--- src/design/vec_pkg.sv ---
`default_nettype none

package vec_pkg;

    // instruction geometry
    localparam int INSTR_W   = 32;
    localparam int REG_IDX_W = 5;   // also the width of vl in commands

    // major opcodes
    localparam logic [6:0] OPC_VLOAD  = 7'h07;  // vle32
    localparam logic [6:0] OPC_VARITH = 7'h57;  // vmacc, vmv, vsetivli
    localparam logic [6:0] OPC_STREAM = 7'h7F;  // custom vstreamout
    localparam logic [6:0] OPC_SYSTEM = 7'h73;

    // funct3 under OPC_VARITH
    localparam logic [2:0] F3_VMACC = 3'd0;
    localparam logic [2:0] F3_VMV   = 3'd5;
    localparam logic [2:0] F3_VSET  = 3'd7;

    // wfi is matched on the whole word
    localparam logic [INSTR_W-1:0] WFI_WORD = 32'h1050_0073;

    typedef enum logic [2:0] {
        OP_NOP    = 3'd0,
        OP_SPLAT  = 3'd1,
        OP_LOAD   = 3'd2,
        OP_MACC   = 3'd3,
        OP_STREAM = 3'd4,
        OP_WFI    = 3'd5,
        OP_VSET   = 3'd6   // vsetivli, no lane write
    } vec_op_e;

    // decoder output, 23 bits
    typedef struct packed {
        vec_op_e              op;
        logic [REG_IDX_W-1:0] vd;
        logic [REG_IDX_W-1:0] vs1;
        logic [REG_IDX_W-1:0] vs2;  // source of vstreamout too
        logic [4:0]           imm;
    } decoded_t;

    // broadcast to all lanes and the collector
    typedef struct packed {
        logic                 valid;  // one cycle per accepted instruction
        vec_op_e              op;
        logic [REG_IDX_W-1:0] vd;
        logic [REG_IDX_W-1:0] vs1;
        logic [REG_IDX_W-1:0] vs2;
        logic [4:0]           imm;
        logic [REG_IDX_W-1:0] vl;     // lanes below vl are active
    } lane_cmd_t;

endpackage

`default_nettype wire

--- src/design/vec_lane.sv ---
`timescale 1ns/1ps
`default_nettype none

module vec_lane
    import vec_pkg::*;
#(
    parameter int LANE_ID   = 0,
    parameter int DATA_W    = 32,
    parameter int NUM_VREGS = 8
) (
    input  logic              clk,
    input  logic              reset,
    input  lane_cmd_t         cmd,
    input  logic [DATA_W-1:0] load_word,  // this lane's word of the load beat
    output logic [DATA_W-1:0] rd_data
);

    localparam int IDX_W = (NUM_VREGS > 1) ? $clog2(NUM_VREGS) : 1;
    localparam logic [REG_IDX_W-1:0] LANE_IDX = REG_IDX_W'(LANE_ID);

    // element LANE_ID of every vector register
    logic [DATA_W-1:0] vreg [NUM_VREGS];

    logic [IDX_W-1:0]  vd_idx;
    logic [IDX_W-1:0]  vs1_idx;
    logic [IDX_W-1:0]  vs2_idx;
    logic              lane_active;
    logic              wr_en;
    logic [DATA_W-1:0] wr_data;
    logic [DATA_W-1:0] splat_val;
    logic [DATA_W-1:0] macc_val;

    assign vd_idx  = cmd.vd[IDX_W-1:0];
    assign vs1_idx = cmd.vs1[IDX_W-1:0];
    assign vs2_idx = cmd.vs2[IDX_W-1:0];

    assign lane_active = (LANE_IDX < cmd.vl);

    assign splat_val = {{(DATA_W-5){cmd.imm[4]}}, cmd.imm};
    // product wraps to DATA_W
    assign macc_val  = vreg[vd_idx] + vreg[vs1_idx] * vreg[vs2_idx];

    always_comb begin
        wr_en   = 1'b0;
        wr_data = macc_val;
        case (cmd.op)
            OP_SPLAT: begin
                wr_en   = 1'b1;
                wr_data = splat_val;
            end
            OP_LOAD: begin
                wr_en   = 1'b1;
                wr_data = load_word;
            end
            OP_MACC: wr_en = 1'b1;
            default: wr_en = 1'b0;  // nop, stream, wfi, vset
        endcase
        wr_en = wr_en && cmd.valid && lane_active;
    end

    always_ff @(posedge clk) begin
        if (reset) begin
            for (int r = 0; r < NUM_VREGS; r++) begin
                vreg[r] <= '0;
            end
        end else if (wr_en) begin
            vreg[vd_idx] <= wr_data;
        end
    end

    // vstreamout source sits in vs2
    assign rd_data = vreg[vs2_idx];

endmodule

`default_nettype wire

--- config.mk ---
export PLATFORM = sky130hd
export DESIGN_NAME = vec_lane
export DESIGN_NICKNAME = d
export VERILOG_FILES = /design/src/design/vec_pkg.sv /design/src/design/vec_lane.sv
export SDC_FILE = /design/constraint.sdc
export NUM_CORES = 2
export LEC_CHECK = 0
export BUFFER_PORTS_ARGS = -buffer_cell sky130_fd_sc_hd__buf_2
export CAP_MARGIN = 15
export CORE_UTILIZATION = 45
export CTS_BUF_LIST = sky130_fd_sc_hd__clkbuf_4 sky130_fd_sc_hd__clkbuf_8
export CTS_CLUSTER_DIAMETER = 60
export DETAILED_ROUTE_END_ITERATION = 7
export GPL_ROUTABILITY_DRIVEN = 0
export PLACE_DENSITY = 0.65
export SKIP_CTS_REPAIR_TIMING = 1
export SYNTH_ARGS = -nofsm -noshare
export SYNTH_HDL_FRONTEND = slang
export SYNTH_SLANG_ARGS = --single-unit
--- constraint.sdc ---
create_clock -name clk -period 29.2 [get_ports clk]
set_clock_uncertainty 0.1 [all_clocks]
set_input_delay 2.92 -clock clk [delete_from_list [all_inputs] [get_ports clk]]
set_output_delay 2.92 -clock clk [all_outputs]
set_load 0.05 [all_outputs]
* Word-level counts from Yosys, hierarchy flattened
Memories as Yosys holds them, arrays and structs flattened. Cells that the tools add are included.
Storage, ports and cells: output and inout port bits 32, latch bits 0, RAM bits 256, memories kept 1, ROM bits 0, word-level logic and storage cells 21, input port bits 63, flip-flop bits (word level) 0
Cells by class: equality and inequality tests 3, shift operators 0, $lt $le $gt $ge 1, multipliers 1, divide/modulo/power cells 0, bitwise operators 0, mux-type cells 10, $add $sub $neg 1, reduce and logical (&&, ||, !) cells 4
Memories:
- vreg | words 8, width 32, read ports 3, clocked after memory_dff 0, wr ports 8, RTL line vec_lane.sv:22 | logic [DATA_W-1:0] vreg [NUM_VREGS];
Operators with widths (count):
- one-hot mux 32 bit (2 select lines) | 1
- adder 32 bit | 1
- multiplier 32 x 32 -> 32 bit | 1
- two-way mux 32 bit | 1
- OR reduction 32 bit | 1
- two-way mux 1 bit | 7
- equality test 3 x 2 -> 1 bit, second input constant | 2
- < comparator 1 x 5 -> 1 bit, first input constant | 1
- equality test 3 x 1 -> 1 bit, second input constant | 1
- two-way mux 3 bit | 1
- OR reduction 3 bit | 1
- logical AND 1 bit | 2

* Logic depth before layout (Yosys ltp)
depth in word-level cells 10, mapped depth 38, depth with buffers taken out 32

* Worst setup path before layout
No wires, ideal clock.
path kind input port to flip-flop, start in cmd[10] in the netlist's numbering, end mem vreg[0][26] (data pin), data required time 28.817 ns, slack 17.381 ns, buffers on the path 6, library setup time 0.283 ns, stages on the path 35, data arrival time 11.436 ns, cells stage by stage buf_6 -> buf_12 -> buf_12 -> buf_6 -> mux2_2 -> o22ai_1 -> a221o_1 -> clkbuf_1 -> inv_1 -> buf_1 -> nand2_1 -> fa_1 -> inv_1 -> fa_1 -> fa_1 -> inv_1 -> fa_1 -> inv_1 -> fa_1 -> fa_1 -> fa_1 -> inv_1 -> fa_1 -> inv_1 -> ha_1 -> a21o_1 -> a21o_1 -> a21o_1 -> or3_1 -> a31oi_1 -> o21bai_1 -> a21oi_1 -> xnor2_1 -> a221oi_1 -> nor2_1
RTL lines:
- start, declared | RTL line vec_lane.sv:13 | input lane_cmd_t cmd,
- end, declared | RTL line vec_lane.sv:22

==> run metrics <==
status finished, final reports clean; Synth area leader fa_1; top post-synthesis cells by area fa_1 (28%), edfxtp_1 (25%), nor2_1 (7.0%); most frequent cells in the layout nor2_1 (581), inv_1 (533), fa_1 (438); Top-Level Pins 95; worst reg2reg startpoint vreg[7][0]; Mapped Nets 3,625; slowest stage delay, CP ~1.1 ns; Main synth FF type edfxtp_1; core area 67,750 um2; Fill cells 6,232; R2R depth 29; # setup viols final 0; Max Cap Violations 0; Worst Setup End Kind flop; CTS tree yes; largest net degree at the start of global routing between 40 and 50; Synth Register Bits 256; Final WS setup 15.85 ns; Post-Syn Area about 31,000 um2; vias in the first global route 24,429; worst setup path startpoint cmd[16]; Final Hold Fails 0; fin crit period approximately 13 ns; Worst EP required 29.38 ns; Util after Layout approximately 49%; crit share post-route 45.73%; worst slew pin tran 1.294 ns; initial antenna violation count 2; Worst-Skew Late Latency around 0.58 ns; Hold Crit Depth 5; htree depth 2; Vert. Die Dim approximately 260 um; dpl ws 15.42 ns; Setup CP Type primary input to flop; max reg flops 256; ratio of cells with drive above 1 in the final layout about an eighth; grt ovf 0; Worst Path Max Fanout 31; post-detailed-route wirelength per cell 26.61 um; clk slew on worst S/H paths 0.07 ns; Avg Vias per Cell 6.069; clock sinks 256; fin cells 3,953; die area about 70,000 um2; Synth Area per Inst 10.35 um2; Post-synth ARST share 0%; post-route ant nets 0; RSZ-0062 raised after global routing false; CTS Buffer Depth 3; Register Area between 7000 and 8000 um2; Syn Inst Count 3,000; Arrival @ worst endpoint 13.53 ns; Regs by FF count vreg x256; Biggest register vreg; CP max stage cell a221oi_1; clock root buffer clkbuf_8; first-pass GRT wire length 157.0 mm; Starting Density 45.82%; area fraction of the dominant cell type after synthesis 28.25%; GRT Util Overall 30.60%; Vias 23,992; HP Class flop to flop; synth unique cells 67; Num CTS Buffers 39; sequential area share after synthesis 24.77%; multi-input logic area 20,620 um2; setup TNS 0 ns; CP Launch Type primary input; Final HPWL DP 72.69 mm; Ys Warns 0; row cnt 95; number of flops mapped to enable cells by yosys around 260; DRC viols 0; fin nets roughly 3,700; routed wire length 105.2 mm; commonest non-fill, non-tap cell in the layout nor2_1; drt first pass iters 6; Hold Startpoint vreg[5][0]; Port Buffers around 90; FMAX 0.07489 GHz; Placed Cells 3,886; drt first-iter violations 2,950; Slew headroom 13.71%; max-slew violations 0; Layout area overhead 6.780%; Die W 264.6 um
==> layout make-up <==
cell class,count,share of cell area [%]
multi-input combinational,2054,62.21
sequential,256,23.19
inverter,538,6.093
tap,873,3.295
timing repair buffer,165,3.095
clock buffer,50,1.887
clock inverter,16,0.2189
antenna,1,0.007550
==> synthesized netlist by cell type (all sizes together), types with 19 or more instances <==
master    n
a21oi    29
a221oi   32
buf      46
clkbuf  106
edfxtp  256
fa      438
ha      124
inv     533
mux2     38
mux2i    75
mux4    106
nand2   222
nor2    584
o22ai   126
or4      24
xnor2    66
xor2     19
==> cells by family (layout without fill, tap and decap cells) <==
family,Yosys count,in the layout,synth area share (%)
AO/OA/AOI/OAI,270,270,6.030
XOR/XNOR,87,87,2.616
adder cells (fa/ha/maj),562,562,33.25
buffers and inverters,690,769,9.077
flip-flops,256,256,24.77
multiplexers,219,219,12.13
other,0,1,0
AND/OR/NAND/NOR,916,916,12.14
==> worst paths after layout <==
kind	to	slack, ns
worst max register to register	vreg[3][26]	19.07
worst min-delay path	vreg[6][0]	1.26
worst max-delay path	vreg[6][27]	15.85
worst min register to register	vreg[6][0]	1.26
==> per-layer routing <==
layer / GRT usage (%) / routed length [um] / up-vias
met5: 1.386 / 134 / -
met4: 14.35 / 5368 / 2
met3: 7.116 / 13460 / 292
met2: 46.74 / 46600 / 1705
met1: 41.27 / 39620 / 12048
li1: - / - / 9945
==> critical path: cells and delay by family <==
kind,cells,cell delay [ns]
compound gates,6,3.55
xor+xnor,1,0.17
fa+ha+maj,9,3.94
buf+inv,8,1.41
simple gates,5,1.51
==> through the flow <==
stage / instance area [um2] / hold WS, ns
finish: 33150 / 1.261
global route: 33150 / 1.326
CTS: 33140 / 1.223
floorplan: 31040 / 0.9844
global placement: 32440 / 1.185
detailed placement: 32440 / 1.213
Power is left out: the tool's default activity adds up to more than one toggle a clock period on the data nets, which glitch-free logic cannot reach.
