$ cat src/design/vec_pkg.sv
`default_nettype none

package vec_pkg;

    // instruction geometry
    localparam int INSTR_W   = 32;
    localparam int REG_IDX_W = 5;   // also the width of vl in commands

    // major opcodes
    localparam logic [6:0] OPC_VLOAD  = 7'h07;  // vle32
    localparam logic [6:0] OPC_VARITH = 7'h57;  // vmacc, vmv, vsetivli
    localparam logic [6:0] OPC_STREAM = 7'h7F;  // custom vstreamout
    localparam logic [6:0] OPC_SYSTEM = 7'h73;

    // funct3 under OPC_VARITH
    localparam logic [2:0] F3_VMACC = 3'd0;
    localparam logic [2:0] F3_VMV   = 3'd5;
    localparam logic [2:0] F3_VSET  = 3'd7;

    // wfi is matched on the whole word
    localparam logic [INSTR_W-1:0] WFI_WORD = 32'h1050_0073;

    typedef enum logic [2:0] {
        OP_NOP    = 3'd0,
        OP_SPLAT  = 3'd1,
        OP_LOAD   = 3'd2,
        OP_MACC   = 3'd3,
        OP_STREAM = 3'd4,
        OP_WFI    = 3'd5,
        OP_VSET   = 3'd6   // vsetivli, no lane write
    } vec_op_e;

    // decoder output, 23 bits
    typedef struct packed {
        vec_op_e              op;
        logic [REG_IDX_W-1:0] vd;
        logic [REG_IDX_W-1:0] vs1;
        logic [REG_IDX_W-1:0] vs2;  // source of vstreamout too
        logic [4:0]           imm;
    } decoded_t;

    // broadcast to all lanes and the collector
    typedef struct packed {
        logic                 valid;  // one cycle per accepted instruction
        vec_op_e              op;
        logic [REG_IDX_W-1:0] vd;
        logic [REG_IDX_W-1:0] vs1;
        logic [REG_IDX_W-1:0] vs2;
        logic [4:0]           imm;
        logic [REG_IDX_W-1:0] vl;     // lanes below vl are active
    } lane_cmd_t;

endpackage

`default_nettype wire

$ cat src/design/vec_issue.sv
`timescale 1ns/1ps
`default_nettype none

module vec_issue
    import vec_pkg::*;
(
    input  logic                 clk,
    input  logic                 reset,

    // instruction handshake
    input  logic                 instr_valid,
    output logic                 instr_ready,
    input  decoded_t             dec,
    input  logic [REG_IDX_W-1:0] vl,
    output logic                 accept_cfg,

    // load stream handshake
    input  logic                 load_valid,
    output logic                 load_ready,

    input  logic                 collector_busy,
    output lane_cmd_t            lane_cmd,
    output logic                 done
);

    logic is_load;
    logic accepted;

    assign is_load = (dec.op == OP_LOAD);

    // stall while draining, after wfi, or while a load waits for its beat
    assign instr_ready = !collector_busy && !done && !(is_load && !load_valid);

    // load beat moves together with its vle32
    assign load_ready = instr_valid && is_load && !collector_busy && !done;

    assign accepted   = instr_valid && instr_ready;
    assign accept_cfg = accepted && (dec.op == OP_VSET);

    // payload follows the decoder every cycle so lanes can present
    // read data before the stream command is taken
    always_comb begin
        lane_cmd.valid = accepted;
        lane_cmd.op    = dec.op;
        lane_cmd.vd    = dec.vd;
        lane_cmd.vs1   = dec.vs1;
        lane_cmd.vs2   = dec.vs2;
        lane_cmd.imm   = dec.imm;
        lane_cmd.vl    = vl;  // current length, new vl applies from the next command
    end

    // sticky until reset
    always_ff @(posedge clk) begin
        if (reset) begin
            done <= 1'b0;
        end else if (accepted && (dec.op == OP_WFI)) begin
            done <= 1'b1;
        end
    end

endmodule

`default_nettype wire

$ cat config.mk
export PLATFORM = sky130hd
export DESIGN_NAME = vec_issue
export DESIGN_NICKNAME = d
export VERILOG_FILES = /design/src/design/vec_pkg.sv /design/src/design/vec_issue.sv
export SDC_FILE = /design/constraint.sdc
export NUM_CORES = 1
export LEC_CHECK = 0
export ABC_AREA = 1
export BUFFER_PORTS_ARGS = -buffer_cell sky130_fd_sc_hd__buf_2
export CORE_MARGIN = 2
export CORE_UTILIZATION = 21
export CTS_CLUSTER_SIZE = 24
export DETAILED_ROUTE_END_ITERATION = 8
export PLACE_DENSITY = 0.72
export SLEW_MARGIN = 20
export SYNTH_ARGS = -nofsm -noshare
export SYNTH_HDL_FRONTEND = slang
export SYNTH_SLANG_ARGS = --single-unit
export TNS_END_PERCENT = 5
$ cat constraint.sdc
create_clock -name clk -period 1 [get_ports clk]
set_clock_uncertainty 0.1 [all_clocks]
set_input_delay 0.2 -clock clk [delete_from_list [all_inputs] [get_ports clk]]
set_output_delay 0.2 -clock clk [all_outputs]
set_load 0.05 [all_outputs]
# After elaboration in Yosys (flattened, before gate mapping)
# Index checks and enable logic that the tools add are counted.
classes:
  n_reduce_logical: 13
  n_eq_ne: 3
ops:
  columns: ["cell", "count"]
  rows:
  - ["1-bit logical AND", 9]
  - ["3-bit equality test (second input constant)", 2]
  - ["1-bit logical NOT", 4]
  - ["3-bit by 2-bit equality test with 1-bit output (second input constant)", 1]
word_totals:
  input_bits: 33
  regBits: 1
  out_inout_bits: 33
  word_cells: 17

# Longest topological paths before layout
# Gate-level depths: netlist of the first run.
depth:
  word_depth: 6
  ltp_mapped: 6
  mapped_depth_nobuf: 5

# Least setup slack after synthesis of the first run
# No wires, ideal clock.
synth_timing:
  path_kind: "reg2out"
  from: "reg done"
  to: "out accept_cfg"
  stages_incl_launch_ff: 6
  arrival_time_ns: 2.227
  required_time_ns: 0.700
  n_path_buf: 0
  path_slack_ns: -1.527
  path_cell_list: "dfxtp_1 inv_2 nand2_2 nor2_4 inv_2 nor4_1"
synth_via:
  elab_chain_len: 5
synth_rtl:
  columns: ["element", "line", "rtl"]
  rows:
  - ["start, declared", "vec_issue.sv:23", "output logic done"]
  - ["start signal, assigned", "vec_issue.sv:55", "done <= 1'b0;"]
  - ["start signal, assigned", "vec_issue.sv:57", "done <= 1'b1;"]
  - ["1-bit logical NOT", "vec_issue.sv:32", "assign instr_ready = !collector_busy && !done && !(is_load && !load_valid);"]
  - ["1-bit logical AND (2 in series)", "vec_issue.sv:32", null]
  - ["1-bit logical AND", "vec_issue.sv:37", "assign accepted = instr_valid && instr_ready;"]
  - ["1-bit logical AND", "vec_issue.sv:38", "assign accept_cfg = accepted && (dec.op == OP_VSET);"]
  - ["end, declared", "vec_issue.sv:15", "output logic accept_cfg,"]
# Every way passes these cells.

# Worst setup path after layout of the first run
# Same ends and word-level chain as after synthesis.

==> results.py, run 1 <==
metrics = {
    "critical_path": {
        "worst-endpoint-arrival_ps": 940,
        "crit_start": "done$_SDFFE_PP0P_",
        "crit_path_max_incr_delay_ps": 320,
        "critical_path.endpoint_type": "primary output",
        "cp_slowest_cell": "dfxtp_4",
        "critical_path_peak_fanout": 3,
        "timing.reg2reg.worst_path_depth": 5,
        "critical_path_class": "reg2out",
        "cp.buffers_inverters": 3,
        "reg2reg_setup_slack_ps": 110,
        "cp_num_cells": 6,
        "rr_startpoint": "done$_SDFFE_PP0P_",
        "crit_path_top_cell_by_count": "inv_2",
        "crit_path_cell_chain": "inv_2 > nand2_2 > nor2_4 > inv_2 > nor4_4 > buf_6",
        "worstReg2RegEnd": "done$_SDFFE_PP0P_",
        "timing.critical_path.from_type": "flip-flop",
        "worstSetupEndpoint": "accept_cfg",
        "timing.critical_path.max_delay_family": "flip-flops",
        "required_time_of_the_critical_path_ps": 700,
    },
    "cells_and_area": {
        "largest_register_ffs": 1,
        "drive_above_1_share": 0.711,
        "layout.nets": 73,
        "insertedDiodeCount": 0,
        "finalNonFillerCells": 54,
        "biggestRegsByFlops": "done: 1 flops",
        "layout_common_cells": "10 x buf_2, 5 x buf_6, 4 x inv_2, 4 x nor2_1, 3 x inv_1",
        "flow.area_growth_from_synthesis_pct": -12.1,
        "mostFrequentLayoutCell": "buf_2",
        "largest_register": "done",
    },
    "route": {
        "viasPerCell": 3.67,
        "final_antenna_net_count": 0,
        "drt_first_pass_iters": 1,
        "mean_routed_wirelength_per_cell_um": 8.98,
        "route.final.wire_length_um": 485,
        "route.vias.total": 198,
        "detail_route.iter0.violations": 0,
        "drc": 0,
    },
    "logic_synthesis": {
        "seq_area_frac_synth": 0.0604,
        "synthesis.nets": 83,
        "netlist_area_um2": 332,
        "netlist_instances": 50,
        "yosysTopAreaCell": "buf_4",
        "synth.ff_latch_count": 1,
        "synth_top_cells_by_area": "buf_4 66%, dfxtp_1 6.0%, inv_1 4.5%",
        "synth.top_cell.area_share": 0.657,
        "post_synth_num_cell_types": 11,
        "synth.yosys.warnings": 0,
        "syn_area_per_cell_um2": 6.63,
    },
    "floorplanning": {
        "fp.dieArea_um2": 1910,
        "floorplan.die.height_um": 43.7,
        "floorplan.initialDensity": 0.223,
        "placement_rows": 14,
        "chipWidth_um": 43.7,
        "core-area_um2": 1490,
        "io-pin-count": 66,
    },
    "status": {
        "failed_checks": "setup timing",
        "status": "complete, but fails checks",
    },
    "global_routing": {
        "grt_max_degree": 5,
        "overall_overflow_remaining_after_global_route": 0,
        "initial_antenna_violation_count": 0,
        "global_route_usage_over_all_layers": 0.0441,
        "first_global_vias": 181,
        "grt_first_pass_wirelength_um": 676,
    },
    "clock_tree": {
        "clkSlewWorstSetupHoldPaths_ps": 0,
        "postCtsHoldBufs": 0,
        "post_cts_buffers": 0,
        "worst_skew_pair.late_latency_ps": 0,
    },
    "hold_path": {
        "worstHoldPathType": "in2reg",
    },
    "timing": {
        "slew_viol_final": 0,
        "hold_slack_ps": 246,
        "rsz0062_at_grt": "true",
        "timing_worst_slew_pin_value_ps": 249,
        "min_period_ps": 1240,
        "slew_headroom": 0.835,
        "layout_worst_path_cycle_share": 1.24,
        "finalHoldViolCount": 0,
        "setup_viol": 5,
        "setup_slack_ps": -236,
        "timing.fmax_mhz": 809,
    },
    "power": {
        "power.share.clock": 0,
        "cellPowerDensity_nw_per_um2": 604,
        "max-vdd-ir-drop_uv": 105,
        "total_switching_power_uw": 91.9,
        "power.internal_uw": 84.0,
        "comb_power_share": 0.773,
        "seq_power_share": 0.227,
        "leakage_uw": 0.000150,
        "power.share.switching": 0.522,
    },
    "place": {
        "port-buffer-count": 15,
        "dpl.hpwl_um": 426,
        "numPlacedInstances": 54,
        "place.gp.congestion": 0.557,
    },
    "flow_run": {
        "drv.max_cap_violation_count": 0,
    },
}
-- area by class of cell --
type | instances | area, µm²
Tap cell | 16 | 20.0
Timing Repair Buffer | 17 | 121
Multi-Input combinational cell | 12 | 93.8
Fill cell | 171 | 1200
Inverter | 8 | 32.5
Sequential cell | 1 | 23.8
-- cells by family after synthesis --
family                 count (synthesis)  share of synthesized area
buffers and inverters                 37                      0.747
AOI/OAI and AO/OA                      1                     0.0151
DFF                                    1                     0.0604
and+or+nand+nor                       11                      0.177
-- synthesized netlist by cell type --
cell type and number:
buf_4 29, inv_1 4, inv_2 4, nor2_1 4
nand3_1 2, nor4_1 2, a21oi_1 1, dfxtp_1 1
nand2_1 1, nand2_2 1, nor2_4 1
-- power groups by stage --
| stage | sequential [µW] | combinational [µW] | clock (µW) |
|---|---|---|---|
| 6_report | 40.0 | 136 | 0 |
| 2_1_floorplan | 43.2 | 361 | 0 |
| 5_1_grt | 40.0 | 144 | 0 |
| 4_1_cts | 40.0 | 131 | 0 |
| 3_5_place_dp | 40.0 | 123 | 0 |
| 3_3_place_gp | 40.0 | 122 | 0 |
-- how the worst min path moves through the flow --
stage	start	end	slack [ps]	depth (start not counted)
finish	reset	done$_SDFFE_PP0P_	250	2
global route	reset	done$_SDFFE_PP0P_	270	2
CTS	reset	done$_SDFFE_PP0P_	250	2
detailed placement	reset	done$_SDFFE_PP0P_	250	2
global placement	reset	done$_SDFFE_PP0P_	250	2
floorplan	reset	done$_SDFFE_PP0P_	160	1
-- metal layers --
layer  vias to the layer above  routed length, µm  track usage
met4                         0                  0       0.0121
met5                         -                  0            0
met2                         9                312        0.100
met3                         0                 50       0.0167
li1                         98                  -            -
met1                        91                123       0.0301
-- metrics by stage --
stage | util | cell area, µm² | setup slack, ps | setup TNS [ps] | total power [µW]
floorplan | - | 365 | -633 | -1870 | 404
global placement | 0.173 | 258 | -439 | -1310 | 162
detailed placement | 0.173 | 258 | -454 | -1410 | 163
CTS | 0.187 | 279 | -246 | -977 | 171
global route | 0.196 | 292 | -294 | -1170 | 184
finish | 0.196 | 292 | -236 | -860 | 176
-- what timing repair did --
action / in CTS / in global routing
gates resized for setup: 8 / 4
endpoints found under the setup margin: 6 / 6
pin swaps: 1 / 0
No activity file was read; power rests on OpenSTA's default activity.
==> run 2: changes to the inputs <==
--- a/config.mk
+++ b/config.mk
@@ -11,7 +11,7 @@
 export CORE_UTILIZATION = 21
 export CTS_CLUSTER_SIZE = 24
 export DETAILED_ROUTE_END_ITERATION = 8
-export PLACE_DENSITY = 0.72
+export PLACE_DENSITY = 0.76
 export SLEW_MARGIN = 20
 export SYNTH_ARGS = -nofsm -noshare
 export SYNTH_HDL_FRONTEND = slang
==> constraint.sdc (replaced) <==
create_clock -name clk -period 1 [get_ports clk]
set_clock_uncertainty 0.1 [all_clocks]
set_input_delay 0.15 -clock clk [delete_from_list [all_inputs] [get_ports clk]]
set_output_delay 0.15 -clock clk [all_outputs]
set_load 0.05 [all_outputs]
==> run 2 against run 1 <==
  * The flow still finishes with violations (setup timing)
  * Core utilization increased by 0.084 points
  * Global-route usage grew 0.85 points
  * First-iteration DRC count stayed put
  * Power is 0.69% higher
  * Final cell count rose by 1.9%
  * Critical path type unchanged
  * Largest cell class unchanged
==> results.py, run 2 (same netlist as run 1, synthesis figures left out) <==
metrics = {
    "status": {
        "status": "complete, but fails checks",
        "failed_checks": "setup timing",
    },
    "route": {
        "route.vias.total": 204,
        "mean_routed_wirelength_per_cell_um": 9.13,
        "drt_first_pass_iters": 1,
        "route.final.wire_length_um": 502,
        "dr.max_layer_used": "met4",
        "viasPerCell": 3.71,
        "final_antenna_net_count": 0,
        "routed-wl-met2_um": 312,
        "met3_wirelength_um": 36,
        "detail_route.iter0.violations": 0,
        "wl_met1_um": 149,
        "drc": 0,
    },
    "cells_and_area": {
        "flow.area_growth_from_synthesis_pct": -11.7,
        "insertedDiodeCount": 0,
        "final_design_area_no_fill_um2": 293,
        "mostFrequentLayoutCell": "buf_2",
        "final_util": 0.197,
        "layout_common_cells": "11 x buf_2, 4 x inv_2, 4 x nor2_1, 4 x buf_6",
        "drive_above_1_share": 0.718,
        "largest_register_ffs": 1,
        "largest_register": "done",
        "layout.nets": 74,
        "biggestRegsByFlops": "done: 1 flops",
    },
    "timing": {
        "min_period_ps": 1190,
        "finalHoldViolCount": 0,
        "timing.fmax_mhz": 837,
        "layout_worst_path_cycle_share": 1.19,
        "timing_worst_slew_pin_value_ps": 255,
        "rsz0062_at_grt": "true",
        "setup_slack_ps": -195,
        "slew_viol_final": 0,
        "slew_headroom": 0.831,
        "setup_viol": 4,
    },
    "power": {
        "power.share.switching": 0.524,
        "seq_power_share": 0.226,
        "comb_power_share": 0.774,
        "leakage_uw": 0.000153,
        "cellPowerDensity_nw_per_um2": 605,
        "power.share.clock": 0,
        "power.total_uw": 177,
        "power.internal_uw": 84.3,
        "total_switching_power_uw": 92.9,
        "max-vdd-ir-drop_uv": 93.8,
    },
    "place": {
        "placed_area_um2": 265,
        "dpl.hpwl_um": 457,
        "place.gp.congestion": 0.556,
        "port-buffer-count": 15,
    },
    "critical_path": {
        "critical_path_class": "reg2out",
        "timing.critical_path.from_type": "flip-flop",
        "required_time_of_the_critical_path_ps": 750,
        "critical_path_peak_fanout": 3,
        "worst-endpoint-arrival_ps": 940,
        "critical_path.endpoint_type": "primary output",
    },
    "global_routing": {
        "global_route_usage_over_all_layers": 0.0526,
        "grt_max_degree": 5,
        "first_global_vias": 212,
        "overall_overflow_remaining_after_global_route": 0,
        "initial_antenna_violation_count": 0,
        "grt_first_pass_wirelength_um": 821,
    },
    "floorplanning": {
        "floorplan.initialDensity": 0.223,
        "io-pin-count": 66,
        "chipWidth_um": 43.7,
        "placement_rows": 14,
        "fp.dieArea_um2": 1910,
        "floorplan.die.height_um": 43.7,
        "core-area_um2": 1490,
    },
    "clock_tree": {
        "worst_skew_pair.late_latency_ps": 0,
        "clkSlewWorstSetupHoldPaths_ps": 0,
        "post_cts_buffers": 0,
        "postCtsHoldBufs": 0,
    },
    "flow_run": {
        "drv.max_cap_violation_count": 0,
    },
    "hold_path": {
        "worstHoldPathType": "in2out",
    },
}
==> run 2: changes by cell type in the layout (fill, tap and decap cells not counted) <==
cell,delta
buf_4,+2
buf_2,+1
buf_6,-1
clkbuf_4,-1
==> run 2: critical path, cell delays in order, from the launching register on <==
cell     delay, ps
dfxtp_4        320
inv_2           50
nand2_2         60
nor2_4          90
inv_2           70
nor4_4         150
buf_6          200
==> run 2: power groups by stage <==
stage                     Clock, µW  Sequential, µW  Combinational (µW)
final                             0            40.0                 137
after global routing              0            40.1                 146
after CTS                         0            40.0                 135
after detailed placement          0            40.0                 127
after global placement            0            40.0                 125
after floorplan                   0            43.2                 361
==> run 2: layer usage <==
layer / track usage / up-vias
li1: - / 100
met1: 0.0427 / 96
met2: 0.118 / 6
met3: 0.0125 / 2
met4: 0.0121 / 0
met5: 0 / -
==> run 2: worst paths after layout <==
path / startpoint / to / slack (ps) / depth (start not counted)
min: dec[11] / lane_cmd[16] / 200 / 0
max: done$_SDFFE_PP0P_ / load_ready / -190 / 6
min reg2reg: done$_SDFFE_PP0P_ / done$_SDFFE_PP0P_ / 370 / 2
max reg2reg: done$_SDFFE_PP0P_ / done$_SDFFE_PP0P_ / 110 / 5
==> run 2: metrics by stage <==
step	setup WS [ps]	TNS [ps]	instances	hold slack, ps
6_report	-195	-605	55	200
5_1_grt	-257	-852	55	200
4_1_cts	-197	-669	55	200
3_5_place_dp	-395	-1060	55	200
3_3_place_gp	-373	-1020	55	200
2_1_floorplan	-583	-1670	50	109
==> run 2: timing repair <==
item / CTS / global route
pin swaps: 1 / 0
endpoints found under the setup margin: 4 / 5
gates resized for setup: 7 / 3
endpoints found under the hold margin: 0 / 0
==> run 2: final cells by class <==
| type | instances | area [µm²] |
|---|---|---|
| repair buffers | 18 | 123 |
| multi-input cells | 12 | 93.8 |
| flip-flops and latches | 1 | 23.8 |
| inverters | 8 | 32.5 |
| fillers | 168 | 1200 |
| well taps | 16 | 20.0 |
==> run 3: changes to the inputs <==
--- a/config.mk
+++ b/config.mk
@@ -7,11 +7,12 @@
 export LEC_CHECK = 0
 export ABC_AREA = 1
 export BUFFER_PORTS_ARGS = -buffer_cell sky130_fd_sc_hd__buf_2
+export CELL_PAD_IN_SITES_DETAIL_PLACEMENT = 0
+export CELL_PAD_IN_SITES_GLOBAL_PLACEMENT = 1
 export CORE_MARGIN = 2
-export CORE_UTILIZATION = 21
-export CTS_CLUSTER_SIZE = 24
+export CORE_UTILIZATION = 11
 export DETAILED_ROUTE_END_ITERATION = 8
-export PLACE_DENSITY = 0.76
+export PLACE_DENSITY = 0.75
 export SLEW_MARGIN = 20
 export SYNTH_ARGS = -nofsm -noshare
 export SYNTH_HDL_FRONTEND = slang
==> run 3 against run 2 <==
  * The flow finishes with violations (DRC, setup timing)
  * Sequential share of layout area fell by 0.24 points
  * Flip-flop and latch count unchanged
  * Global-route usage shrank 2.0 points
  * Critical path depth is the same
  * Sequential power about the same
  * Core utilization shrank 8.9 points
  * Maximum frequency fell by 0.34%
  * Critical path type unchanged
==> results.py, run 3 (same netlist as run 1, synthesis figures left out) <==
metrics = {
    "global_routing": {
        "overall_overflow_remaining_after_global_route": 0,
        "global_route_usage_over_all_layers": 0.0330,
        "initial_antenna_violation_count": 0,
        "first_global_vias": 236,
        "grt_max_degree": 5,
        "grt_first_pass_wirelength_um": 938,
    },
    "cells_and_area": {
        "largest_register_ffs": 1,
        "drive_above_1_share": 0.684,
        "layout_common_cells": "11 x buf_2, 4 x inv_2, 4 x inv_1, 4 x nor2_1, 4 x buf_6",
        "largest_register": "done",
        "insertedDiodeCount": 0,
        "num-fill-cells": 327,
        "final_util": 0.107,
        "mostFrequentLayoutCell": "buf_2",
        "flow.area_growth_from_synthesis_pct": -9.06,
        "biggestRegsByFlops": "done: 1 flops",
        "finalNonFillerCells": 69,
        "layout.nets": 73,
    },
    "critical_path": {
        "cp_slowest_cell": "dfxtp_4",
        "timing.reg2reg.worst_path_depth": 5,
        "crit_start": "done$_SDFFE_PP0P_",
        "reg2reg_setup_slack_ps": 80,
        "worstReg2RegEnd": "done$_SDFFE_PP0P_",
        "required_time_of_the_critical_path_ps": 750,
        "crit_path_max_incr_delay_ps": 320,
        "timing.critical_path.from_type": "flip-flop",
        "worst-endpoint-arrival_ps": 950,
        "worstSetupEndpoint": "accept_cfg",
        "critical_path_peak_fanout": 3,
        "crit_path_top_cell_by_count": "inv_2",
        "rr_startpoint": "done$_SDFFE_PP0P_",
        "critical_path.endpoint_type": "primary output",
        "crit_path_cell_chain": "inv_2 > nand2_2 > nor2_4 > inv_2 > nor4_4 > buf_6",
        "critical_path_class": "reg2out",
    },
    "place": {
        "numPlacedInstances": 69,
        "dpl.hpwl_um": 539,
        "place.gp.congestion": 0.651,
        "port-buffer-count": 15,
    },
    "floorplanning": {
        "core-area_um2": 2810,
        "floorplan.initialDensity": 0.118,
        "io-pin-count": 66,
        "fp.dieArea_um2": 3470,
        "placement_rows": 19,
        "floorplan.die.height_um": 58.9,
        "chipWidth_um": 58.9,
    },
    "clock_tree": {
        "post_cts_buffers": 0,
        "clkSlewWorstSetupHoldPaths_ps": 0,
        "worst_skew_pair.late_latency_ps": 0,
    },
    "timing": {
        "layout_worst_path_cycle_share": 1.20,
        "slew_viol_final": 0,
        "setup_viol": 4,
        "finalHoldViolCount": 0,
        "setup_slack_ps": -199,
        "min_period_ps": 1200,
        "rsz0062_at_grt": "true",
        "timing_worst_slew_pin_value_ps": 251,
        "timing.fmax_mhz": 834,
        "slew_headroom": 0.834,
    },
    "route": {
        "drc": 3,
        "drt_first_pass_iters": 6,
        "mean_routed_wirelength_per_cell_um": 8.78,
        "detail_route.iter0.violations": 6,
        "route.final.wire_length_um": 606,
        "final_antenna_net_count": 0,
        "viasPerCell": 3.10,
        "route.vias.total": 214,
    },
    "hold_path": {
        "worstHoldPathType": "in2reg",
    },
    "status": {
        "failed_checks": "DRC, setup timing",
        "status": "complete, but fails checks",
    },
    "power": {
        "cellPowerDensity_nw_per_um2": 573,
        "max-vdd-ir-drop_uv": 56.7,
        "leakage_uw": 0.000149,
    },
    "flow_run": {
        "drv.max_cap_violation_count": 0,
    },
}
## run 3: changes by cell type in the layout (fill, tap and decap cells not counted)
cell   before  now
inv_1       3    4
buf_4       3    2
inv_4       1    0
## run 3: worst min path at each step
stage,startpoint,to,depth (start not counted)
6_report,reset,done$_SDFFE_PP0P_,2
5_1_grt,dec[15],lane_cmd[20],0
4_1_cts,dec[8],lane_cmd[13],0
3_5_place_dp,dec[8],lane_cmd[13],0
3_3_place_gp,reset,done$_SDFFE_PP0P_,2
2_1_floorplan,reset,done$_SDFFE_PP0P_,1
## run 3: critical path, delay by kind of cell, from the launching register on
kind	cells	cell delay (ps)
DFF	1	320
and+or+nand+nor	3	310
buffers and inverters	3	310
## run 3: per-layer routing
metal,up-vias,global-route usage,part of all wire
met5,-,0,0
met1,105,0.0159,0.20
met2,12,0.0794,0.66
met3,0,0.0198,0.14
met4,0,0.00649,0
li1,97,-,-
## run 3: area by class of cell
cell class | count | area (µm²) | share of cell area
timing repair buffer | 17 | 115 | 0.382
multi-input combinational | 12 | 93.8 | 0.311
tap | 31 | 38.8 | 0.129
sequential | 1 | 23.8 | 0.0788
inverter | 8 | 30.0 | 0.0996
## run 3: report_power, final
part	switching, µW	leakage, µW	internal, µW	total [µW]
Sequential	0.563	0.00000888	39.5	40.1
Clock	0	0	0	0
Combinational	91.2	0.000140	41.4	133
Total	91.7	0.000149	80.9	173
## run 3: through the flow
step	hold slack (ps)	setup WS, ps	instance area, µm²	power [µW]	setup TNS, ps
2_1_floorplan	109	-583	365	404	-1670
3_3_place_gp	196	-391	277	162	-1010
3_5_place_dp	200	-429	277	164	-1120
4_1_cts	200	-212	298	172	-720
5_1_grt	200	-281	302	181	-1030
6_report	198	-199	302	173	-700
## run 3: repair_timing
| action | 4_1_cts | 5_1_grt |
|---|---|---|
| resized for setup | 7 | 1 |
| pin swaps | 1 | 0 |
| hold buffers | 0 | 0 |
| endpoints found under the hold margin | 0 | 0 |
| endpoints found under the setup margin | 4 | 5 |
