**src/design/vec_pkg.sv**
```systemverilog
`default_nettype none

package vec_pkg;

    // instruction geometry
    localparam int INSTR_W   = 32;
    localparam int REG_IDX_W = 5;   // also the width of vl in commands

    // major opcodes
    localparam logic [6:0] OPC_VLOAD  = 7'h07;  // vle32
    localparam logic [6:0] OPC_VARITH = 7'h57;  // vmacc, vmv, vsetivli
    localparam logic [6:0] OPC_STREAM = 7'h7F;  // custom vstreamout
    localparam logic [6:0] OPC_SYSTEM = 7'h73;

    // funct3 under OPC_VARITH
    localparam logic [2:0] F3_VMACC = 3'd0;
    localparam logic [2:0] F3_VMV   = 3'd5;
    localparam logic [2:0] F3_VSET  = 3'd7;

    // wfi is matched on the whole word
    localparam logic [INSTR_W-1:0] WFI_WORD = 32'h1050_0073;

    typedef enum logic [2:0] {
        OP_NOP    = 3'd0,
        OP_SPLAT  = 3'd1,
        OP_LOAD   = 3'd2,
        OP_MACC   = 3'd3,
        OP_STREAM = 3'd4,
        OP_WFI    = 3'd5,
        OP_VSET   = 3'd6   // vsetivli, no lane write
    } vec_op_e;

    // decoder output, 23 bits
    typedef struct packed {
        vec_op_e              op;
        logic [REG_IDX_W-1:0] vd;
        logic [REG_IDX_W-1:0] vs1;
        logic [REG_IDX_W-1:0] vs2;  // source of vstreamout too
        logic [4:0]           imm;
    } decoded_t;

    // broadcast to all lanes and the collector
    typedef struct packed {
        logic                 valid;  // one cycle per accepted instruction
        vec_op_e              op;
        logic [REG_IDX_W-1:0] vd;
        logic [REG_IDX_W-1:0] vs1;
        logic [REG_IDX_W-1:0] vs2;
        logic [4:0]           imm;
        logic [REG_IDX_W-1:0] vl;     // lanes below vl are active
    } lane_cmd_t;

endpackage

`default_nettype wire

```
**src/design/isa_decoder.sv**
```systemverilog
`timescale 1ns/1ps
`default_nettype none

module isa_decoder
    import vec_pkg::*;
#(
    parameter int NUM_LANES = 4
) (
    input  logic                 clk,
    input  logic                 reset,
    input  logic [INSTR_W-1:0]   instr,
    input  logic                 accept_cfg,  // vsetivli accepted this cycle
    output decoded_t             dec,
    output logic [REG_IDX_W-1:0] vl
);

    logic [6:0] opcode;
    logic [2:0] funct3;

    logic is_vmacc;
    logic is_vmv;
    logic is_vset;
    logic is_vload;
    logic is_stream;
    logic is_wfi;

    logic [REG_IDX_W-1:0] req_vl;
    logic [REG_IDX_W-1:0] capped_vl;

    assign opcode = instr[6:0];
    assign funct3 = instr[14:12];

    // classification
    assign is_vmacc  = (opcode == OPC_VARITH) && (funct3 == F3_VMACC);
    assign is_vmv    = (opcode == OPC_VARITH) && (funct3 == F3_VMV);
    assign is_vset   = (opcode == OPC_VARITH) && (funct3 == F3_VSET);
    assign is_vload  = (opcode == OPC_VLOAD);
    assign is_stream = (opcode == OPC_STREAM);  // ISA extension
    assign is_wfi    = (opcode == OPC_SYSTEM) && (instr == WFI_WORD);

    always_comb begin
        if (is_wfi) begin
            dec.op = OP_WFI;
        end else if (is_vmacc) begin
            dec.op = OP_MACC;
        end else if (is_vmv) begin
            dec.op = OP_SPLAT;
        end else if (is_vset) begin
            dec.op = OP_VSET;
        end else if (is_vload) begin
            dec.op = OP_LOAD;
        end else if (is_stream) begin
            dec.op = OP_STREAM;
        end else begin
            dec.op = OP_NOP;  // unknown words fall through harmlessly
        end
    end

    // field extraction
    assign dec.vd  = instr[11:7];
    assign dec.vs1 = instr[19:15];
    // vstreamout names its source in the rd slot
    assign dec.vs2 = is_stream ? instr[11:7] : instr[24:20];
    assign dec.imm = instr[19:15];

    // requested length is field + 1, never above the lane count
    assign req_vl    = REG_IDX_W'(instr[17:15]) + REG_IDX_W'(1);
    assign capped_vl = (req_vl > REG_IDX_W'(NUM_LANES)) ? REG_IDX_W'(NUM_LANES) : req_vl;

    always_ff @(posedge clk) begin
        if (reset) begin
            vl <= REG_IDX_W'(NUM_LANES);  // all lanes active out of reset
        end else if (accept_cfg) begin
            vl <= capped_vl;
        end
    end

endmodule

`default_nettype wire

```
**config.mk**
```make
export PLATFORM = sky130hd
export DESIGN_NAME = isa_decoder
export DESIGN_NICKNAME = d
export VERILOG_FILES = /design/src/design/vec_pkg.sv /design/src/design/isa_decoder.sv
export SDC_FILE = /design/constraint.sdc
export NUM_CORES = 1
export LEC_CHECK = 0
export BUFFER_PORTS_ARGS = -buffer_cell sky130_fd_sc_hd__buf_2
export CAP_MARGIN = 10
export CORE_MARGIN = 2
export CORE_UTILIZATION = 34
export CTS_CLUSTER_DIAMETER = 150
export DETAILED_ROUTE_END_ITERATION = 10
export PLACE_DENSITY = 0.94
export SYNTH_ARGS = -nofsm -noshare
export SYNTH_HDL_FRONTEND = slang
export SYNTH_SLANG_ARGS = --single-unit
export TNS_END_PERCENT = 100
```
**constraint.sdc**
```tcl
create_clock -name clk -period 2.68 [get_ports clk]
set_input_delay 0 -clock clk [delete_from_list [all_inputs] [get_ports clk]]
set_output_delay 0 -clock clk [all_outputs]
set_load 0.03 [all_outputs]
```
* Word-level counts from Yosys, hierarchy flattened
Cells that the tools add are included.
** Storage, ports and cells
- Bits in registers :: 5
- Word-level logic and storage cells :: 23
** Cells by class
- $add $sub $neg :: 1
- Order comparisons :: 1
- Eq/ne operators :: 7
- Multiplexer cells :: 8
- Reduce and logical (&&, ||, !) cells :: 5
** Operators with widths (number)
- 32-bit by 29-bit equality test with 1-bit output (second input constant) :: 1
- 7-bit equality test (second input constant) :: 3
- 3-bit two-way mux :: 6
- 7-bit by 3-bit equality test with 1-bit output (second input constant) :: 1
- 3-bit equality test (second input constant) :: 2
- 5-bit two-way mux :: 1
- 3-bit by 1-bit adder with 4-bit output (second input constant) :: 1
- 4-bit by 3-bit greater-than comparator with 1-bit output (second input constant) :: 1
- 1-bit logical AND :: 4
- 4-bit two-way mux :: 1
- 3-bit zero test :: 1

* Depth between registers and ports, before layout
Gate-level depths: netlist of run 1.
- Depth in word-level cells :: 7
- Depth in mapped cells :: 5

* Worst setup path after synthesis of run 1
No wires, ideal clock.
- Path type :: in2out
- Start :: input instr[1]
- End :: output dec[20] in the netlist's numbering
- Data arrival time :: 1.289 ns
- Required time :: 2.680 ns
- Setup slack :: 1.391 ns
- Stages :: 4
- Cell sequence :: nand2_1 -> nor4b_1 -> nand3_1 -> o31ai_1
** RTL lines
- from (decl) :: RTL line isa_decoder.sv:11 : input logic [INSTR_W-1:0] instr,
- to (decl) :: RTL line isa_decoder.sv:13 : output decoded_t dec,

==> metrics.md, run 1 <==
| Metric | Value |
|---|---|
| Worst hold slack | between 0.006 and 0.007 ns |
| Mapped Cells | 68 |
| Comb pwr share | 46.1% |
| Fmax | 692 MHz |
| PD cells | 339 nW/um^2 |
| Area delta synth->final | 45.3% |
| Via density | 5.06 |
| Starting Density | 35.6% |
| Main combinational cell family by area after synthesis | simple AND/OR/NAND/NOR gates |
| DRC | 0 |
| Reg2reg start | vl[2]$_SDFFE_PP1P_ |
| Bufs on Longest Clock Path | 2 |
| Cell chain of the critical path | buf_2 -> nor4b_1 -> nand3_1 -> or4_1 -> o221ai_1 -> buf_2 |
| Worst-Skew Late Latency | 0.24 ns |
| Worst path most repeated cell | buf_2 |
| Post-synthesis adder-cell area fraction | 4.77% |
| Capturing point of the worst reg2reg path | vl[2]$_SDFFE_PP1P_ |
| Register area share after synthesis | 15.3% |
| CP Capture Type | output port |
| Vias | 673 |
| TritonCTS clock tree | built |
| Die H | 43.3 um |
| Arr. time, crit path | 1.44 ns |
| Number of nets in the layout | approximately 160 |
| Net Switching | 0.101 mW |
| Pint | 0.157 mW |
| Compound-Gate Fraction of Synth Area | 11.5% |
| Post-DP HPWL | 1360 um |
| Clock-pin slew on the worst setup and hold paths | 0.04 ns |
| Mux cell area share after synthesis | 10.7% |
| Max FFs per register | 4 |
| Critical path class | in2out |
| First-pass GRT wire length | roughly 2300 um |
| Crit Path Max Fanout | 2 |
| Post-Layout Cell Count | about 130 |
| Clock sinks | 4 |
| Die area | 1870 sq um |
| Vias in the first global route | 626 |
| Routed WL per cell | 11.3 um |
| Largest net degree at the start of global routing | 8 |
| Reg with most FFs | vl |
| CP peak stage delay | 0.57 ns |
| Maximum capacitance violations | 0 |
| Initial DRC count | 10 |
| Clock share of power | 29.1% |
| Clock skew | 0 ns |
| DRT Wirelength | 1510 um |
| Commonest non-fill, non-tap cell in the layout | buf_2 |
| XOR/XNOR Fraction of Synth Area | 3.34% |
| H-tree depth | 1 |
| Ys flop type | dfxtp_1 |
| R2r worst-path depth | 2 |
| Max stage delay cell, worst path | or4_1 |
| Syn nets | about 110 |
| P_leak | 0.398 nW |
| Sw Ratio | 39.2% |
| Cell variety after synth | 27 |
| Diode count | 0 |
| Yosys warns | 0 |
| CTS buffer count | 3 |
| R2r setup slk | 2.03 ns |
| Most frequent cells in the layout | 61 x buf_2, 7 x nand2_1, 5 x mux2_2 |
| Die width | 43.3 um |
| Setup tns final | 0 ns |
| Initial antenna violation count | 0 |
| Final Critical Period | ~1.4 ns |
| Yosys reg bits | 4 |
| Routability Congestion | 0.834 |
| Core area | between 1000 and 1500 sq um |
| Peak supply drop | 124 uV |
| Post-synth design cell area | between 500 and 600 sq um |
| Share of cells above drive strength 1 | 60.7% |
| IO Pins | 63 |
| Routed Antenna Nets | 0 |
| FP Rows | 14 |
| CP Launch Point | instr[24] |
| Clock Tree Root | clkbuf_4 |
| Startpoint type of the worst setup path | input pin |
| Min-delay worst type | in2reg |
| Worst Path Required | between 2 and 3 ns |
| Synth async-reset ratio | 0% |
| Seq pwr share | 24.8% |
| DRT Pass-1 Iters | 3 |
| Dpl cells | 129 |
| Final Hold Fails | 0 |
| Setup repair after global routing missed its margin | false |
| Buffers added on ports | 61 |
| Syn_area_per_cell | 7.71 sq um |
| Critical path destination | dec[22] |
| Post-synth EDFFs | 0 |
| Final setup viols | 0 |
| GRT Residual Overflow | 0 |
| Synth Area in Simple Gates | 29.4% |
| Tcrit/Tclk final | 53.9% |
| Largest regs | vl: 4 flops |
| Status | finished, final reports clean |
| Max-slew violation count | 0 |
| GR Util All Layers | 16.1% |
[final cells by class]
cell class / count / area [sq um]
fillers: 143 / 709
multi-input cells: 46 / 317
repair buffers: 62 / 315
flip-flops and latches: 4 / 80.1
clock buffers: 3 / 22.5
well taps: 16 / 20.0
inverters: 2 / 7.51
[cell usage after synthesis (all sizes together), types with 2 or more instances]
cell	n	area share (%)
dfxtp	4	15
nor4	4	4.8
nand3	3	2.9
inv	2	1.4
nor2	4	3.3
nand2	7	5.0
a31oi	2	2.4
or3	2	3.3
nor4b	3	5.0
ha	2	4.8
buf	16	23
mux2	5	11
o21ai	2	1.9
[metrics by stage]
step / area (sq um) / util, % / power [mW] / setup slack, ns
final: 762 / 51.8 / 0.258 / 1.24
after global routing: 762 / 51.8 / 0.272 / 1.11
after CTS: 762 / 51.8 / 0.261 / 1.23
after detailed placement: 729 / 49.6 / 0.183 / 1.24
after global placement: 729 / 49.6 / 0.181 / 1.29
after floorplan: 524 / - / 0.145 / 1.39
[worst max-delay path: cells and delay by family]
kind	cells	cell delay [ns]
and+or+nand+nor	3	0.99
buffers and inverters	2	0.34
AOI/OAI and AO/OA	1	0.11
[metal layers]
layer | GRT usage (%) | share of wire, % | vias up
met3 | 2.55 | 12 | 4
met4 | 9.09 | 2.1 | 0
li1 | - | - | 329
met2 | 34.0 | 52 | 47
met5 | 0 | 0 | -
met1 | 13.2 | 34 | 293
[worst min path at each step]
stage | from | to | slack, ns | depth (start not counted)
2_1_floorplan | reset | vl[0]$_SDFFE_PP0P_ | 0.07 | 1
3_3_place_gp | reset | vl[0]$_SDFFE_PP0P_ | 0.21 | 2
3_5_place_dp | reset | vl[0]$_SDFFE_PP0P_ | 0.21 | 2
4_1_cts | accept_cfg | vl[2]$_SDFFE_PP1P_ | 0.006 | 2
5_1_grt | accept_cfg | vl[2]$_SDFFE_PP1P_ | 0.02 | 2
6_report | accept_cfg | vl[2]$_SDFFE_PP1P_ | 0.006 | 2
[power by group through the flow]
stage	Sequential, mW	Clock [mW]	Combinational, mW
floorplan	0.0705	0	0.0748
CTS	0.0640	0.0774	0.119
global placement	0.0647	0	0.116
finish	0.0639	0.0752	0.119
detailed placement	0.0649	0	0.118
global route	0.0643	0.0802	0.127
[repair_timing]
action / 4_1_cts / 5_1_grt
buffers inserted: 0 / 0
hold buffers: 1 / 0
hold endpoints to repair: 1 / 0
gates resized for setup: 0 / 0
[cells by family after synthesis]
logic type / Yosys count
mux: 5
buf+inv: 18
flops: 4
other cells: 1
fa+ha+maj: 2
simple gates: 27
compound gates: 9
xor+xnor: 2
(Power assumes the default switching activity.)
==> run 2: changes to the inputs <==
--- a/config.mk
+++ b/config.mk
@@ -8,10 +8,10 @@
 export BUFFER_PORTS_ARGS = -buffer_cell sky130_fd_sc_hd__buf_2
 export CAP_MARGIN = 10
 export CORE_MARGIN = 2
-export CORE_UTILIZATION = 34
+export CORE_UTILIZATION = 29
 export CTS_CLUSTER_DIAMETER = 150
 export DETAILED_ROUTE_END_ITERATION = 10
-export PLACE_DENSITY = 0.94
+export PLACE_DENSITY = 0.86
 export SYNTH_ARGS = -nofsm -noshare
 export SYNTH_HDL_FRONTEND = slang
 export SYNTH_SLANG_ARGS = --single-unit
==> constraint.sdc (replaced) <==
create_clock -name clk -period 1.3 [get_ports clk]
set_input_delay 0 -clock clk [delete_from_list [all_inputs] [get_ports clk]]
set_output_delay 0 -clock clk [all_outputs]
set_load 0.03 [all_outputs]
==> metrics.md, run 2 (synthesis gave the netlist of run 1 again) <==
| Metric | Value |
|---|---|
| Routed WL per cell | 11.8 um (+3.8%) |
| Via density | 4.61 (-8.9%) |
| Commonest non-fill, non-tap cell in the layout | buf_2 |
| Die area | 2160 sq um (+16%) |
| Die width | 46.5 um (+7.5%) |
| P_leak | 0.483 nW (+21%) |
| CP Capture Type | output port |
| GR Util All Layers | 16.0% (-0.16 points) |
| Reg area | 80.1 sq um (unchanged) |
| Worst Path Required | 1.30 ns (-1.38 ns) |
| Routed Antenna Nets | 0 (unchanged) |
| Area delta synth->final | 90.5% |
| Max FFs per register | 4 (unchanged) |
| Worst Hold End | vl[2]$_SDFFE_PP1P_ |
| Failing checks | negative setup slack |
| Share of cells above drive strength 1 | 71.1% (+10 points) |
| Fill cells | 144 (+0.70%) |
| Vias | 705 (+4.8%) |
| Die H | 46.5 um (+7.5%) |
| Final Hold Fails | 0 (unchanged) |
| Status | complete, but fails checks |
| H-tree depth | 1 (unchanged) |
| Multi-input gate area | 409 sq um (+29%) |
| Core area | 1710 sq um (+16%) |
| R2r setup slk | 0.63 ns (-1.40 ns) |
| Min-delay worst type | in2reg |
| GRT Residual Overflow | 0 (unchanged) |
| IO Pins | 63 (unchanged) |
| Capturing point of the worst reg2reg path | vl[2]$_SDFFE_PP1P_ |
| Diode count | 0 (unchanged) |
| Initial antenna violation count | 0 (unchanged) |
| Clock Tree Root | clkbuf_4 |
| Routability Congestion | 0.754 (-9.6%) |
| Most frequent cells in the layout | 53 x buf_2, 12 x buf_4, 7 x nand2_1 |
| Hold path start | accept_cfg |
| Vias in the first global route | 698 (+12%) |
| Max-slew violation count | 0 (unchanged) |
| Final worst slack | -0.0276 ns (-1.26 ns) |
| Number of nets in the layout | 167 (+7.1%) |
| Arr. time, crit path | 1.33 ns (-0.11 ns) |
| Critical path class | in2out |
| DRT Pass-1 Iters | 2 (-1) |
| Setup repair after global routing missed its margin | true |
| DRC | 0 (unchanged) |
| Final Critical Period | 1.33 ns |
| Reg with most FFs | vl |
| FP Rows | 15 (+1) |
| R2r worst-path depth | 2 (unchanged) |
| Maximum capacitance violations | 0 (unchanged) |
| Hold depth | 2 (unchanged) |
| CTS buffer count | 3 (unchanged) |
| TritonCTS clock tree | built |
| Post-Layout Cell Count | 153 (+15%) |
| First-pass GRT wire length | 2510 um (+10%) |
| Fmax | 753 MHz |
| Post-DP HPWL | 1380 um (+1.9%) |
| Buffers added on ports | 61 (unchanged) |
| Bufs on Longest Clock Path | 2 (unchanged) |
| Clock-pin slew on the worst setup and hold paths | 0.04 ns (about the same) |
| Final setup viols | 2 (+2) |
| Dpl cells | 148 (+15%) |
| Largest net degree at the start of global routing | 7 (-1) |
| DRT Wirelength | 1800 um (+19%) |
| Peak supply drop | 225 uV (+82%) |
| PD cells | 591 nW/um^2 (+74%) |
| Starting Density | 30.7% (-4.9 points) |
| Tcrit/Tclk final | 102% |
| Startpoint type of the worst setup path | input pin |
| Worst-Skew Late Latency | 0.23 ns (about the same) |
| Initial DRC count | 5 (-5) |
| Clock sinks | 4 (unchanged) |
| Clock skew | 0 ns (unchanged) |
| Crit Path Max Fanout | 2 (unchanged) |
| Largest regs | vl: 4 flops |
| Utilization after layout | 58.5% (+6.7 points) |
| Reg2reg start | vl[2]$_SDFFE_PP1P_ |
## run 2: layout make-up
type | instances | area share, %
clock buffers | 3 | 2.26
inverters | 2 | 0.752
multi-input cells | 46 | 41.0
flip-flops and latches | 4 | 8.02
well taps | 25 | 3.13
repair buffers | 73 | 44.9
## run 2: per-layer routing
metal	vias up	part of all wire [%]	GRT usage, %
li1	350	-	-
met1	311	33	14.6
met2	44	57	33.6
met3	0	9.6	3.14
met4	0	0	5.14
met5	-	0	0
## run 2: stage by stage
stage	setup TNS, ns	worst slack [ns]	cell area (sq um)	hold slack [ns]	total power [mW]
2_1_floorplan	0	0.0110	524	0.0724	0.300
3_3_place_gp	-0.205	-0.104	816	0.212	0.394
3_5_place_dp	-0.198	-0.106	816	0.217	0.400
4_1_cts	-0.0447	-0.0116	882	0.0148	0.567
5_1_grt	-0.0861	-0.0490	998	0.0236	0.622
6_report	-0.0467	-0.0276	998	0.0215	0.590
## run 2: repair_timing
| item | CTS | global route |
|---|---|---|
| pin swaps | 1 | 11 |
| hold buffers | 1 | 0 |
| setup endpoints to repair | 6 | 7 |
| setup buffers | 0 | 1 |
| hold endpoints to repair | 1 | 0 |
| gates resized for setup | 7 | 20 |
## run 2: worst max path at each step
stage,slack [ns],cells after the start,start,to
floorplan,0.01,4,instr[1],dec[20]
global placement,-0.10,6,instr[24],dec[20]
detailed placement,-0.11,6,instr[13],dec[20]
CTS,-0.01,6,instr[1],dec[9]
global route,-0.05,6,instr[26],dec[22]
finish,-0.03,6,instr[26],dec[22]
## run 2: critical path, cell delays in order
cell and delay (ns):
buf_2 0.12, nor4_4 0.28, nand2_1 0.10, or4_4 0.58
o221ai_2 0.09, buf_6 0.16
## run 2: report_power, final
group | internal (mW) | switching (mW)
Clock | 0.103 | 0.0490
Sequential | 0.129 | 0.00256
Combinational | 0.128 | 0.178
Total | 0.360 | 0.230
==> run 3: changes to the inputs <==
--- a/config.mk
+++ b/config.mk
@@ -5,10 +5,11 @@
 export SDC_FILE = /design/constraint.sdc
 export NUM_CORES = 1
 export LEC_CHECK = 0
+export ABC_AREA = 1
 export BUFFER_PORTS_ARGS = -buffer_cell sky130_fd_sc_hd__buf_2
 export CAP_MARGIN = 10
 export CORE_MARGIN = 2
-export CORE_UTILIZATION = 29
+export CORE_UTILIZATION = 31
 export CTS_CLUSTER_DIAMETER = 150
 export DETAILED_ROUTE_END_ITERATION = 10
 export PLACE_DENSITY = 0.86
==> metrics.md, run 3 <==
| Metric | Value |
|---|---|
| TritonCTS clock tree | built |
| Commonest non-fill, non-tap cell in the layout | buf_2 |
| Fmax | 1110 MHz (+47%) |
| Bufs on Longest Clock Path | 2 (unchanged) |
| CTS buffer count | 3 (unchanged) |
| Tcrit/Tclk final | 69.4% (-33 points) |
| Post-synth design cell area | 617 sq um (+18%) |
| Met3 Usage GRT | 3.09% (-0.051 points) |
| Largest regs | vl: 4 flops |
| Yosys reg bits | 4 (unchanged) |
| Core area | 1920 sq um (+13%) |
| Die H | 48.6 um (+4.5%) |
| Cell chain of the critical path | buf_2 -> nand2_1 -> nor2_2 -> nand2_2 -> a21oi_1 -> buf_2 |
| Starting Density | 32.1% (+1.4 points) |
| Syn_area_per_cell | 5.51 sq um (-29%) |
| Status | finished, final reports clean |
| Maximum capacitance violations | 0 (unchanged) |
| Routed WL per cell | 8.28 um (-30%) |
| Final Hold Fails | 0 (unchanged) |
| Met1 Use GR | 13.8% (-0.81 points) |
| Crit Path Max Fanout | 8 (+6) |
| DRT Pass-1 Iters | 4 (+2) |
| Cell variety after synth | 18 (-33%) |
| Delay-heaviest family, CP | simple AND/OR/NAND/NOR gates |
| FP Rows | 16 (+1) |
| Reg with most FFs | vl |
| Fill cells | 229 (+59%) |
| Setup tns final | 0 ns (+0.0467 ns) |
| Initial DRC count | 5 (unchanged) |
| Die area | 2360 sq um (+9.2%) |
| Bufs and invs on worst path | 2 (unchanged) |
| Yosys warns | 0 (unchanged) |
| Largest net degree at the start of global routing | 9 (+2) |
| CP peak stage delay | 0.21 ns (-0.37 ns) |
| Area delta synth->final | 40.8% |
| Worst path most repeated cell | buf_2 |
| Peak supply drop | 746 uV (+230%) |
| Syn nets | 149 (+42%) |
| Number of nets in the layout | 200 (+20%) |
| GR Util All Layers | 13.6% (-2.4 points) |
| Grt peak-use layer | met2 |
| Ys flop type | dfxtp_1 |
| DRT Wirelength | 1560 um (-14%) |
| Number of cells upsized or downsized after cts | 0 (-7) |
| Top post-synthesis cells by area | buf_4 19%, nand2_1 16%, nor2_1 15% |
| H-tree depth | 1 (unchanged) |
| Min-delay worst type | in2reg |
| Clock skew | 0 ns (unchanged) |
| Register area share after synthesis | 13.0% (-2.3 points) |
| Share of cells above drive strength 1 | 43.5% (-28 points) |
| Top-count cell post-synth | nand2_1 |
| First-pass GRT wire length | 2620 um (+4.1%) |
| Max stage delay cell, worst path | nor2_2 |
| P_leak | 0.529 nW (+9.5%) |
| CP Capture Type | output port |
| Mapped Cells | 112 (+65%) |
| Post-DP HPWL | 1390 um (+0.45%) |
| Setup WS pre-CTS | 0.397 ns (+0.503 ns) |
| Area leader, netlist | buf_4 |
| Setup repair after global routing missed its margin | false |
| Final worst slack | 0.398 ns (+0.425 ns) |
| Most frequent cells in the layout | 61 x buf_2, 27 x nand2_1, 25 x nor2_1 |
| IO Pins | 63 (unchanged) |
| Clock-pin slew on the worst setup and hold paths | 0.04 ns (about the same) |
| PD cells | 634 nW/um^2 (+7.3%) |
| Worst Path Required | 1.30 ns (about the same) |
| Vias in the first global route | 697 (-0.14%) |
| Critical path class | in2out |
| Initial antenna violation count | 0 (unchanged) |
| Post-synth top area share | 19.5% (-3.4 points) |
| GR Layer Usage met2 | 26.3% (-7.4 points) |
| Synth async-reset ratio | 0% (unchanged) |
| Diode count | 0 (unchanged) |
| Buffers added on ports | 61 (unchanged) |
| Routed Antenna Nets | 0 (unchanged) |
| Clock sinks | 4 (unchanged) |
| Vias | 803 (+14%) |
| Arr. time, crit path | 0.90 ns (-0.43 ns) |
| Final Critical Period | 0.902 ns (-0.425 ns) |
| Startpoint type of the worst setup path | input pin |
| Via density | 4.27 (-7.3%) |
| DRC | 0 (unchanged) |
| Synth top cells by count | 27 x nand2_1, 25 x nor2_1, 16 x buf_4 |
| Worst-Skew Late Latency | 0.24 ns (about the same) |
| Clock Tree Root | clkbuf_4 |
| Routability Congestion | 0.709 (-6.0%) |
| Final setup viols | 0 (-2) |
| GRT Residual Overflow | 0 (unchanged) |
| Post-synth EDFFs | 0 (unchanged) |
| Max FFs per register | 4 (unchanged) |
| Die width | 48.6 um (+4.5%) |
| Max-slew violation count | 0 (unchanged) |
| Worst hold slack | 0.0351 ns (+0.0137 ns) |
-- run 3: cell types whose count changed in the layout (fill, tap and decap cells not counted), moves of 3 or more --
cell,change
nand3_1,+3
inv_1,+9
nand2_1,+20
buf_2,+8
mux2_2,-5
buf_4,-12
nor2_1,+22
buf_6,-6
nand2_2,+3
-- run 3: what timing repair did --
item                                    in CTS  in global routing
buffers inserted                             0                  0
hold buffers                                 1                  0
hold endpoints to repair                     1                  0
endpoints found under the setup margin       0                  0
-- run 3: kinds of logic (layout without fill, tap and decap cells) --
logic type / after synthesis / after routing / synth area share (%)
DFF: 4 / 4 / 13.0
AOI/OAI and AO/OA: 8 / 8 / 7.30
buffers and inverters: 28 / 77 / 26.8
and+or+nand+nor: 68 / 68 / 46.9
adders and majority gates: 2 / 2 / 4.06
other: 1 / 1 / 0.608
xor gates and xnor gates: 1 / 1 / 1.42
-- run 3: layout make-up --
cell class / count / area [sq um] / area share (%)
clock buffer: 3 / 22.5 / 2.59
multi-input combinational: 80 / 372 / 42.8
inverter: 12 / 45.0 / 5.19
timing repair buffer: 62 / 315 / 36.3
sequential: 4 / 80.1 / 9.22
tap: 27 / 33.8 / 3.89
-- run 3: layer usage --
| layer | share of wire, % | wire length [um] |
|---|---|---|
| met1 | 40 | 630 |
| met2 | 50 | 777 |
| met3 | 8.4 | 131 |
| met4 | 1.1 | 17 |
| met5 | 0 | 0 |
-- run 3: worst reg2reg max path: stages (launching register included) --
cell,delay (ns)
dfxtp_1,0.32
inv_1,0.04
o211ai_1,0.15
-- run 3: worst paths after layout --
check,start,endpoint,slack [ns],cells past startpoint
worst min register to register,vl[3]$_SDFFE_PP0P_,vl[3]$_SDFFE_PP0P_,0.44,2
worst min-delay path,reset,vl[2]$_SDFFE_PP1P_,0.04,3
worst max-delay path,instr[1],dec[7],0.40,6
worst max register to register,vl[2]$_SDFFE_PP1P_,vl[2]$_SDFFE_PP1P_,0.71,2
-- run 3: report_power, final --
part	total, mW	internal (mW)	switching [mW]
Clock	0.156	0.103	0.0530
Combinational	0.262	0.0910	0.171
Sequential	0.132	0.130	0.00269
-- run 3: per-stage QoR --
step | util [%] | power, mW | cells | cell area (sq um)
final | 45.2 | 0.550 | 188 | 868
after global routing | 45.2 | 0.593 | 188 | 868
after floorplan | - | 0.317 | 112 | 617
after detailed placement | 43.5 | 0.396 | 184 | 836
after global placement | 43.5 | 0.393 | 184 | 836
after CTS | 45.2 | 0.561 | 188 | 868
